<file path="src/common/cache_pkg.sv">
// shared cache geometry, address split helpers and controller states, imported by every cache block
`default_nettype none

package cache_pkg;

	// bus widths
	localparam int ADDR_W = 16;   // byte address
	localparam int WORD_W = 16;   // one bus word

	// address split, bit 0 never used since the bus is word wide
	localparam int TAG_W    = 5;  // addr[15:11]
	localparam int INDEX_W  = 7;  // addr[10:4]
	localparam int OFFSET_W = 3;  // addr[3:1]

	localparam int NUM_BLOCKS      = 1 << INDEX_W;   // 128 blocks, direct mapped
	localparam int WORDS_PER_BLOCK = 1 << OFFSET_W;  // 8 words per block

	typedef logic [ADDR_W-1:0]   addr_t;
	typedef logic [WORD_W-1:0]   word_t;
	typedef logic [TAG_W-1:0]    tag_t;
	typedef logic [INDEX_W-1:0]  index_t;
	typedef logic [OFFSET_W-1:0] offset_t;

	// controller states
	typedef enum logic [2:0] {
		IDLE,       // waiting for a cpu request
		LOOKUP,     // tag compare on the registered address
		MEM_WRITE,  // write-through to memory
		FILL_REQ,   // issue one word read of the block
		FILL_WAIT,  // wait for that word to come back
		FILL_DONE   // mark block valid with new tag
	} ctrl_state_t;

	// top bits of the address
	function automatic tag_t addr_tag(input addr_t addr);
		return addr[ADDR_W-1 -: TAG_W];
	endfunction

	// block select, sits right above the word offset
	function automatic index_t addr_index(input addr_t addr);
		return addr[OFFSET_W+1 +: INDEX_W];
	endfunction

	// word within block, skips the byte bit
	function automatic offset_t addr_offset(input addr_t addr);
		return addr[1 +: OFFSET_W];
	endfunction

endpackage

`default_nettype wire

</file>
<file path="src/common/cache_array_if.sv">
// bundle between the cache controller and the tag and data arrays, one modport per side
`default_nettype none
`timescale 1ns/100ps

interface cache_array_if;
	import cache_pkg::*;

	// driven by the controller
	index_t  index;       // block being looked up or filled
	offset_t offset;      // word inside that block
	tag_t    tag;         // tag to compare, also the tag stored on fill
	logic    tag_write;   // store tag and set valid at this edge
	logic    data_write;  // store wdata at index/offset at this edge
	word_t   wdata;       // fill word or cpu write word

	// driven by the arrays
	logic    hit;         // from tag array
	word_t   rdata;       // from data array, combinational read

	modport ctrl (
		output index,
		output offset,
		output tag,
		output tag_write,
		output data_write,
		output wdata,
		input  hit,
		input  rdata
	);

	// each array drives only its own result
	modport array (
		input  index,
		input  offset,
		input  tag,
		input  tag_write,
		input  data_write,
		input  wdata,
		output hit,
		output rdata
	);

endinterface

`default_nettype wire

</file>
<file path="src/cache/cache_ctrl.sv">
// cache controller FSM, takes one cpu request at a time and does lookup, write-through and block fill
`default_nettype none
`timescale 1ns/100ps

module cache_ctrl (
	input  logic             clk,
	input  logic             rst_n,
	// cpu request
	input  logic             cpu_valid,
	output logic             cpu_ready,
	input  logic             cpu_write,
	input  cache_pkg::addr_t cpu_addr,
	input  cache_pkg::word_t cpu_wdata,
	// cpu response, single cycle pulse
	output logic             resp_valid,
	output cache_pkg::word_t resp_data,
	// memory request
	output logic             mem_req_valid,
	input  logic             mem_req_ready,
	output logic             mem_req_write,
	output cache_pkg::addr_t mem_addr,
	output cache_pkg::word_t mem_wdata,
	// memory read return, in order
	input  logic             mem_rdata_valid,
	input  cache_pkg::word_t mem_rdata,
	// tag and data arrays
	cache_array_if.ctrl      arr
);
	import cache_pkg::*;

	ctrl_state_t state;
	ctrl_state_t state_nxt;

	addr_t   req_addr;    // accepted cpu address
	word_t   req_wdata;   // accepted cpu write data
	logic    req_write;   // accepted op is a write
	logic    wr_done;     // memory took the write-through
	offset_t fill_cnt;    // next word of the block to fetch

	tag_t    req_tag;
	index_t  req_index;
	offset_t req_offset;

	logic    cpu_fire;    // request handshake
	logic    mem_fire;    // memory accepted our request
	logic    last_word;   // fill counter on final word

	assign req_tag    = addr_tag(req_addr);
	assign req_index  = addr_index(req_addr);
	assign req_offset = addr_offset(req_addr);

	assign cpu_ready = (state == IDLE);  // only one request in flight
	assign cpu_fire  = cpu_valid && cpu_ready;
	assign mem_fire  = mem_req_valid && mem_req_ready;
	assign last_word = (fill_cnt == offset_t'(WORDS_PER_BLOCK - 1));

	// request payload, held for the whole transaction
	always_ff @(posedge clk) begin
		if (cpu_fire) begin
			req_addr  <= cpu_addr;
			req_wdata <= cpu_wdata;
		end
	end

	// control state
	always_ff @(posedge clk) begin
		if (!rst_n) begin
			state     <= IDLE;
			req_write <= 1'b0;
			wr_done   <= 1'b0;
			fill_cnt  <= '0;
		end else begin
			state <= state_nxt;
			if (cpu_fire) begin
				req_write <= cpu_write;
				wr_done   <= 1'b0;   // new request, write-through still owed
			end else if (state == MEM_WRITE && mem_fire) begin
				wr_done   <= 1'b1;
			end
			if (state == FILL_WAIT && mem_rdata_valid)
				fill_cnt <= fill_cnt + 1'b1;  // wraps back to 0 after word 7
		end
	end

	// next state
	always_comb begin
		state_nxt = state;
		case (state)
			IDLE: begin
				if (cpu_fire)
					state_nxt = LOOKUP;
			end
			LOOKUP: begin
				if (!arr.hit)
					state_nxt = FILL_REQ;     // read or write miss, allocate first
				else if (req_write && !wr_done)
					state_nxt = MEM_WRITE;    // write hit goes through to memory
				else
					state_nxt = IDLE;         // response goes out this cycle
			end
			MEM_WRITE: begin
				if (mem_fire)
					state_nxt = LOOKUP;       // second pass sends the write response
			end
			FILL_REQ: begin
				if (mem_fire)
					state_nxt = FILL_WAIT;
			end
			FILL_WAIT: begin
				if (mem_rdata_valid)
					state_nxt = last_word ? FILL_DONE : FILL_REQ;
			end
			FILL_DONE: state_nxt = LOOKUP;     // now hits
			default:   state_nxt = IDLE;
		endcase
	end

	// response comes straight off the lookup
	assign resp_valid = (state == LOOKUP) && arr.hit && (!req_write || wr_done);
	assign resp_data  = arr.rdata;  // only meaningful for reads

	// memory side
	assign mem_req_valid = (state == MEM_WRITE) || (state == FILL_REQ);
	assign mem_req_write = (state == MEM_WRITE);
	assign mem_addr      = (state == FILL_REQ) ? {req_tag, req_index, fill_cnt, 1'b0}
	                                           : {req_addr[15:1], 1'b0};
	assign mem_wdata     = req_wdata;

	// array side
	assign arr.index      = req_index;
	assign arr.offset     = (state == FILL_WAIT) ? fill_cnt : req_offset;
	assign arr.tag        = req_tag;
	assign arr.tag_write  = (state == FILL_DONE);
	assign arr.data_write = (state == FILL_WAIT && mem_rdata_valid)
	                     || (state == MEM_WRITE && mem_fire);  // cache and memory updated together
	assign arr.wdata      = (state == FILL_WAIT) ? mem_rdata : req_wdata;

	// memory only returns data for a read we issued
	a_rdata_in_fill: assert property (@(posedge clk) disable iff (!rst_n)
		mem_rdata_valid |-> state == FILL_WAIT);

	// response is a pulse
	a_resp_pulse: assert property (@(posedge clk) disable iff (!rst_n)
		resp_valid |=> !resp_valid);

	// no new request accepted while answering the old one
	a_ready_resp: assert property (@(posedge clk) disable iff (!rst_n)
		!(cpu_ready && resp_valid));

endmodule

`default_nettype wire

</file>
<file path="src/flat_wrapper.sv">
// flat-port wrapper written by rule: the top's interface ports become plain ports
module cache_ctrl_flat import cache_pkg::*;
  (clk, rst_n, cpu_valid, cpu_ready, cpu_write, cpu_addr, cpu_wdata, resp_valid, resp_data, mem_req_valid, mem_req_ready, mem_req_write, mem_addr, mem_wdata, mem_rdata_valid, mem_rdata, arr_index, arr_offset, arr_tag, arr_tag_write, arr_data_write, arr_wdata, arr_hit, arr_rdata);
  cache_array_if arr_i ();
  input  logic clk;
  input  logic rst_n;
  input  logic cpu_valid;
  output logic cpu_ready;
  input  logic cpu_write;
  input  cache_pkg::addr_t cpu_addr;
  input  cache_pkg::word_t cpu_wdata;
  output logic resp_valid;
  output cache_pkg::word_t resp_data;
  output logic mem_req_valid;
  input  logic mem_req_ready;
  output logic mem_req_write;
  output cache_pkg::addr_t mem_addr;
  output cache_pkg::word_t mem_wdata;
  input  logic mem_rdata_valid;
  input  cache_pkg::word_t mem_rdata;
  output wire logic [$bits(arr_i.index)-1:0] arr_index;
  output wire logic [$bits(arr_i.offset)-1:0] arr_offset;
  output wire logic [$bits(arr_i.tag)-1:0] arr_tag;
  output wire logic [$bits(arr_i.tag_write)-1:0] arr_tag_write;
  output wire logic [$bits(arr_i.data_write)-1:0] arr_data_write;
  output wire logic [$bits(arr_i.wdata)-1:0] arr_wdata;
  input wire logic [$bits(arr_i.hit)-1:0] arr_hit;
  input wire logic [$bits(arr_i.rdata)-1:0] arr_rdata;
  assign arr_index = arr_i.index;
  assign arr_offset = arr_i.offset;
  assign arr_tag = arr_i.tag;
  assign arr_tag_write = arr_i.tag_write;
  assign arr_data_write = arr_i.data_write;
  assign arr_wdata = arr_i.wdata;
  assign arr_i.hit = arr_hit;
  assign arr_i.rdata = arr_rdata;
  cache_ctrl u_core (.clk(clk), .rst_n(rst_n), .cpu_valid(cpu_valid), .cpu_ready(cpu_ready), .cpu_write(cpu_write), .cpu_addr(cpu_addr), .cpu_wdata(cpu_wdata), .resp_valid(resp_valid), .resp_data(resp_data), .mem_req_valid(mem_req_valid), .mem_req_ready(mem_req_ready), .mem_req_write(mem_req_write), .mem_addr(mem_addr), .mem_wdata(mem_wdata), .mem_rdata_valid(mem_rdata_valid), .mem_rdata(mem_rdata), .arr(arr_i));
endmodule
</file>
<file path="config.mk">
export PLATFORM = sky130hd
export DESIGN_NAME = cache_ctrl_flat
export DESIGN_NICKNAME = d
export VERILOG_FILES = /design/src/common/cache_pkg.sv /design/src/common/cache_array_if.sv /design/src/cache/cache_ctrl.sv /design/src/flat_wrapper.sv
export SDC_FILE = /design/constraint.sdc
export NUM_CORES = 1
export LEC_CHECK = 0
export BUFFER_PORTS_ARGS = -buffer_cell sky130_fd_sc_hd__buf_2
export CORE_ASPECT_RATIO = 0.7
export CORE_MARGIN = 5
export CORE_UTILIZATION = 43
export CTS_CLUSTER_DIAMETER = 120
export DETAILED_ROUTE_END_ITERATION = 7
export PLACE_DENSITY = 0.81
export SKIP_LAST_GASP = 1
export SYNTH_ARGS = -nofsm -noshare
export SYNTH_HDL_FRONTEND = slang
export SYNTH_SLANG_ARGS = --single-unit
</file>
<file path="constraint.sdc">
create_clock -name clk -period 5.4 [get_ports clk]
set_input_delay 0 -clock clk [delete_from_list [all_inputs] [get_ports clk]]
set_output_delay 0 -clock clk [all_outputs]
set_load 0.1 [all_outputs]
</file>
# [Word level (Yosys, flattened, before mapping)]
# Cells that the tools add are included.
[op_classes] eq_ne=10 n_reduce_logical=15 bitwise_logic=1 muxes=11 n_addsub=1
[ops] op="$mux W3" n=7
[ops] op="$pmux W3 S6" n=1
[ops] op="$mux W16" n=1
[ops] op="$eq A3 B3 Y1 const B" n=3
[ops] op="$logic_and A1 B1 Y1" n=7
[ops] op="$eq A3 B2 Y1 const B" n=2
[ops] op="$mux W4" n=1
[ops] op="$ne A2 B1 Y1 const B" n=2
[ops] op="$ne A2 B2 Y1 const B" n=2
[ops] op="$reduce_and A4 Y1" n=1
[ops] op="$add A3 B1 Y3 const B" n=1
[ops] op="$eq A3 B1 Y1 const B" n=1
[ops] op="$logic_not A3 Y1" n=1
[ops] op="$logic_or A1 B1 Y1" n=3
[ops] op="$logic_not A1 Y1" n=2
[ops] op="$mux W2" n=1
[ops] op="$reduce_or A2 Y1" n=1
[ops] op="$not A1 Y1" n=1
[totals] inputBits=71 wordCells=44 output_inout_bits=85 reg_bits=40

# [Depth between registers and ports, before layout]
[depth] ltp_word=5 ltp_mapped=5 ltp_nobuf=4

# [Worst setup path after synthesis]
# No wires, ideal clock.
[synth_timing] path_type="reg-to-output" startpoint="register u_core.state[1]" endpoint="output mem_req_write" required_time_ps=5400 stages_incl_launch_ff=4 n_path_buf=2 setup_slack_ps=2410 t_arrival_ps=2990 path_cell_list="dfxtp_1 > buf_2 > clkbuf_1 > nor3b_1"
[synth_between] elab_chain_len=1
[synth_lines] item="start: declaration" line_no="cache_ctrl.sv:31" source="ctrl_state_t state;"
[synth_lines] item="start signal: assignment" line_no="cache_ctrl.sv:73" source="state <= state_nxt;"
[synth_lines] item="$eq A3 B2 Y1" line_no="cache_ctrl.sv:124" source="assign mem_req_write = (state == MEM_WRITE);"
[synth_lines] item="end: declaration" line_no="flat_wrapper.sv:16" source="output logic mem_req_write;"
# Every way passes these cells.

# [Worst setup path after layout]
[layout_timing] startpoint="register u_core.state[2]" endpoint="output arr_wdata[3]"
[layout_between] elab_chain_len=2
[layout_lines] item="$eq A3 B3 Y1" line_no="cache_ctrl.sv:136" source="assign arr.wdata = (state == FILL_WAIT) ? mem_rdata : req_wdata;"
[layout_lines] item="$mux W16" line_no="cache_ctrl.sv:136"
[layout_lines] item="end: declaration" line_no="flat_wrapper.sv:26" source="output wire logic [$bits(arr_i.wdata)-1:0] arr_wdata;"
# Every way passes these cells.

==> out/results.ini <==
[global_routing]
grt_pass1_vias=1565
gr-total-overflow=0
grt_usage=0.148
grt_max_degree=22
grt_antenna_before_repair=0
grt_pass1_wl_um=7280

[clocking]
cts-root-buf=clkbuf_8
cts_setup_buffers=0
insertion_delay_ns=0.28
cts.repair.resized=0
htreeDepth=2
cts_buffer_depth=2
clock-sinks=39
tritoncts=yes
numCtsBuffers=5
clk_pin_slew_ns=0.08

[floorplan]
row_count=21
core_um2=4730
die_h_um=68.2
start_util=0.439
dieArea_um2=6350
pin_count=156
die_w_um=93.1

[run]
maxCapViolCount=0

[detailed_routing]
wirelength_um=5040
drt-pass1-iter-count=4
drc=0
drtIter0Drc=46
viasPerCell=4.69
wire_per_inst_um=15.2
vias=1553
ant_nets=0

[synth]
syn_nets=233
synth_enable_flop_cells=31
yosysWarningCount=0
ys_ff_latch=39
netlist_instances=160
async_reset_ff_frac=0
yosysSeqAreaShare=0.525
netlist_top_cells_area=edfxtp_1 45%, buf_4 16%, mux2_2 12%
synth_top_area_frac=0.448
synthDistinctLibCells=37
synth.cell_area_um2=2080
syn_avg_cell_area_um2=13.0
yosysTopAreaCell=edfxtp_1
ys.flop_type=edfxtp_1

[layout]
final_cells=331
drive_gt1_frac=0.566
syn2layout_area_growth_pct=36.8
nNetsFinal=346
n_fill_cell=380
antenna_cells=0

[placement]
pre_cts_ws_ns=2.98
dp.cells=291
hpwl_um=3560
gp_congestion=0.772
port_buffers=121

[hold_path]
hold_class=primary input to primary output

[power]
ir_drop_uv=196
leakage_nw=1.27
p_per_area_nw_per_um2=379

[worst_setup_path]
crit_start=u_core.state[2]$_SDFFE_PN0P_
rr_endpoint=u_core.state[2]$_SDFFE_PN0P_
crit_fanout=21
endpoint=arr_wdata[3]
path_class=register to primary output
rrSetupSlack_ns=3.22
cp_data_arrival_time_ns=2.74
critPathLaunchType=register
rr_worst_depth=3
cp-end-kind=primary output
rr_startpoint=u_core.state[2]$_SDFFE_PN0P_
cp.required_ns=5.40

[sta]
max_freq_mhz=365
hold_violations=0
period_needed_ns=2.74
tightest_slew_ns=1.08
finalSetupTns_ns=0
setup_ws_ns=2.66
setup_viol=0
maxSlewViolCount=0
rsz0062_at_grt=no
finClkSkew_ns=0.00741
max_slew_margin=0.281
finalCritPeriodShare=0.507

[status]
outcome=completed

## logic make-up after synthesis
family | share of synthesized area
adder cells (fa/ha/maj) | 0.0120
AO/OA/AOI/OAI | 0.0488
XOR/XNOR | 0.00422
other | 0.00180
flip-flops | 0.525
buffers and inverters | 0.176
multiplexers | 0.138
AND/OR/NAND/NOR | 0.0939
## worst min-delay path by stage
stage,start,endpoint,slack (ns),depth (start not counted)
global placement,arr_rdata[0],resp_data[0],0.0007,0
floorplan,cpu_wdata[0],u_core.mem_wdata[0]$_DFFE_PP_,0.1,0
global route,arr_rdata[9],resp_data[9],0.0004,0
detailed placement,arr_rdata[0],resp_data[0],0.0007,0
CTS,arr_rdata[0],resp_data[0],0.0007,0
finish,arr_rdata[14],resp_data[14],0.0001,0
## final cells by class
type                    count  area (µm²)  area share
multi-input cells          70         628       0.221
repair buffers            154         933       0.328
flip-flops and latches     39        1090       0.384
clock buffers               5        68.8      0.0242
well taps                  57        71.3      0.0251
inverters                   3        11.3     0.00396
clock inverters             3        38.8      0.0136
## sequential cells by signal, summed over array words and instances, names as in the netlist
signal	cells
u_core.fill_cnt	3
u_core.req_write	1
u_core.wr_done	1
u_core.req_addr	15
u_core.state	3
u_core.mem_wdata	16
## worst max-delay path, cell delays in order (launching register included)
cell     delay (ns)
dfxtp_1        0.71
nor3b_4        0.99
mux2_2         0.33
buf_2          0.43
## layer usage
metal | share of wire | GRT usage | wire length (µm) | up-vias
li1 | - | - | - | 755
met1 | 0.38 | 0.169 | 1920 | 723
met2 | 0.51 | 0.265 | 2580 | 73
met3 | 0.10 | 0.0560 | 528 | 2
met4 | 0.0022 | 0.0439 | 11 | 0
met5 | 0 | 0 | 0 | -
## power by group
group / internal (mW) / switching [mW] / leakage [nW]
Clock: 0.135 / 0.0984 / 0.0556
Combinational: 0.0831 / 0.386 / 0.855
Sequential: 0.355 / 0.0200 / 0.360
## through the flow
stage	power (mW)	hold WS (ns)	cell area (µm²)	util
after floorplan	0.840	0.0989	2080	-
after global placement	0.829	0.000681	2410	0.511
after detailed placement	0.833	0.000681	2410	0.511
after CTS	1.09	0.000681	2840	0.601
after global routing	1.12	0.000427	2840	0.601
final	1.08	0.000146	2840	0.601
## Yosys cell counts, types with 3 or more instances
cell      instances
a21boi_0          3
a21oi_1           3
buf_4            44
dfxtp_1           8
edfxtp_1         31
mux2_2           22
mux2i_1           4
nand2b_1          3
nor2b_1           4
nor3b_1           3
o21ai_0           3
## layout by cell type (no fill, tap or decap), types with 2 or more instances in the layout
cell type and n:
inv_1 2, edfxtp_1 31, nor3b_1 3, nand2b_1 3, nor2b_1 4, dlygate4sd3_1 32
nor3_1 2, dfxtp_1 8, nand3b_1 2, mux2_2 22, o21ai_0 3, buf_2 121
clkbuf_8 5, mux2i_1 4, a21oi_1 3, nand2_1 2, a21boi_0 3, ha_1 2
## repair_timing
item	4_1_cts	5_1_grt
endpoints found under the setup margin	0	0
endpoints found under the hold margin	32	0
hold buffers	32	0
No activity file was read; power rests on OpenSTA's default activity.
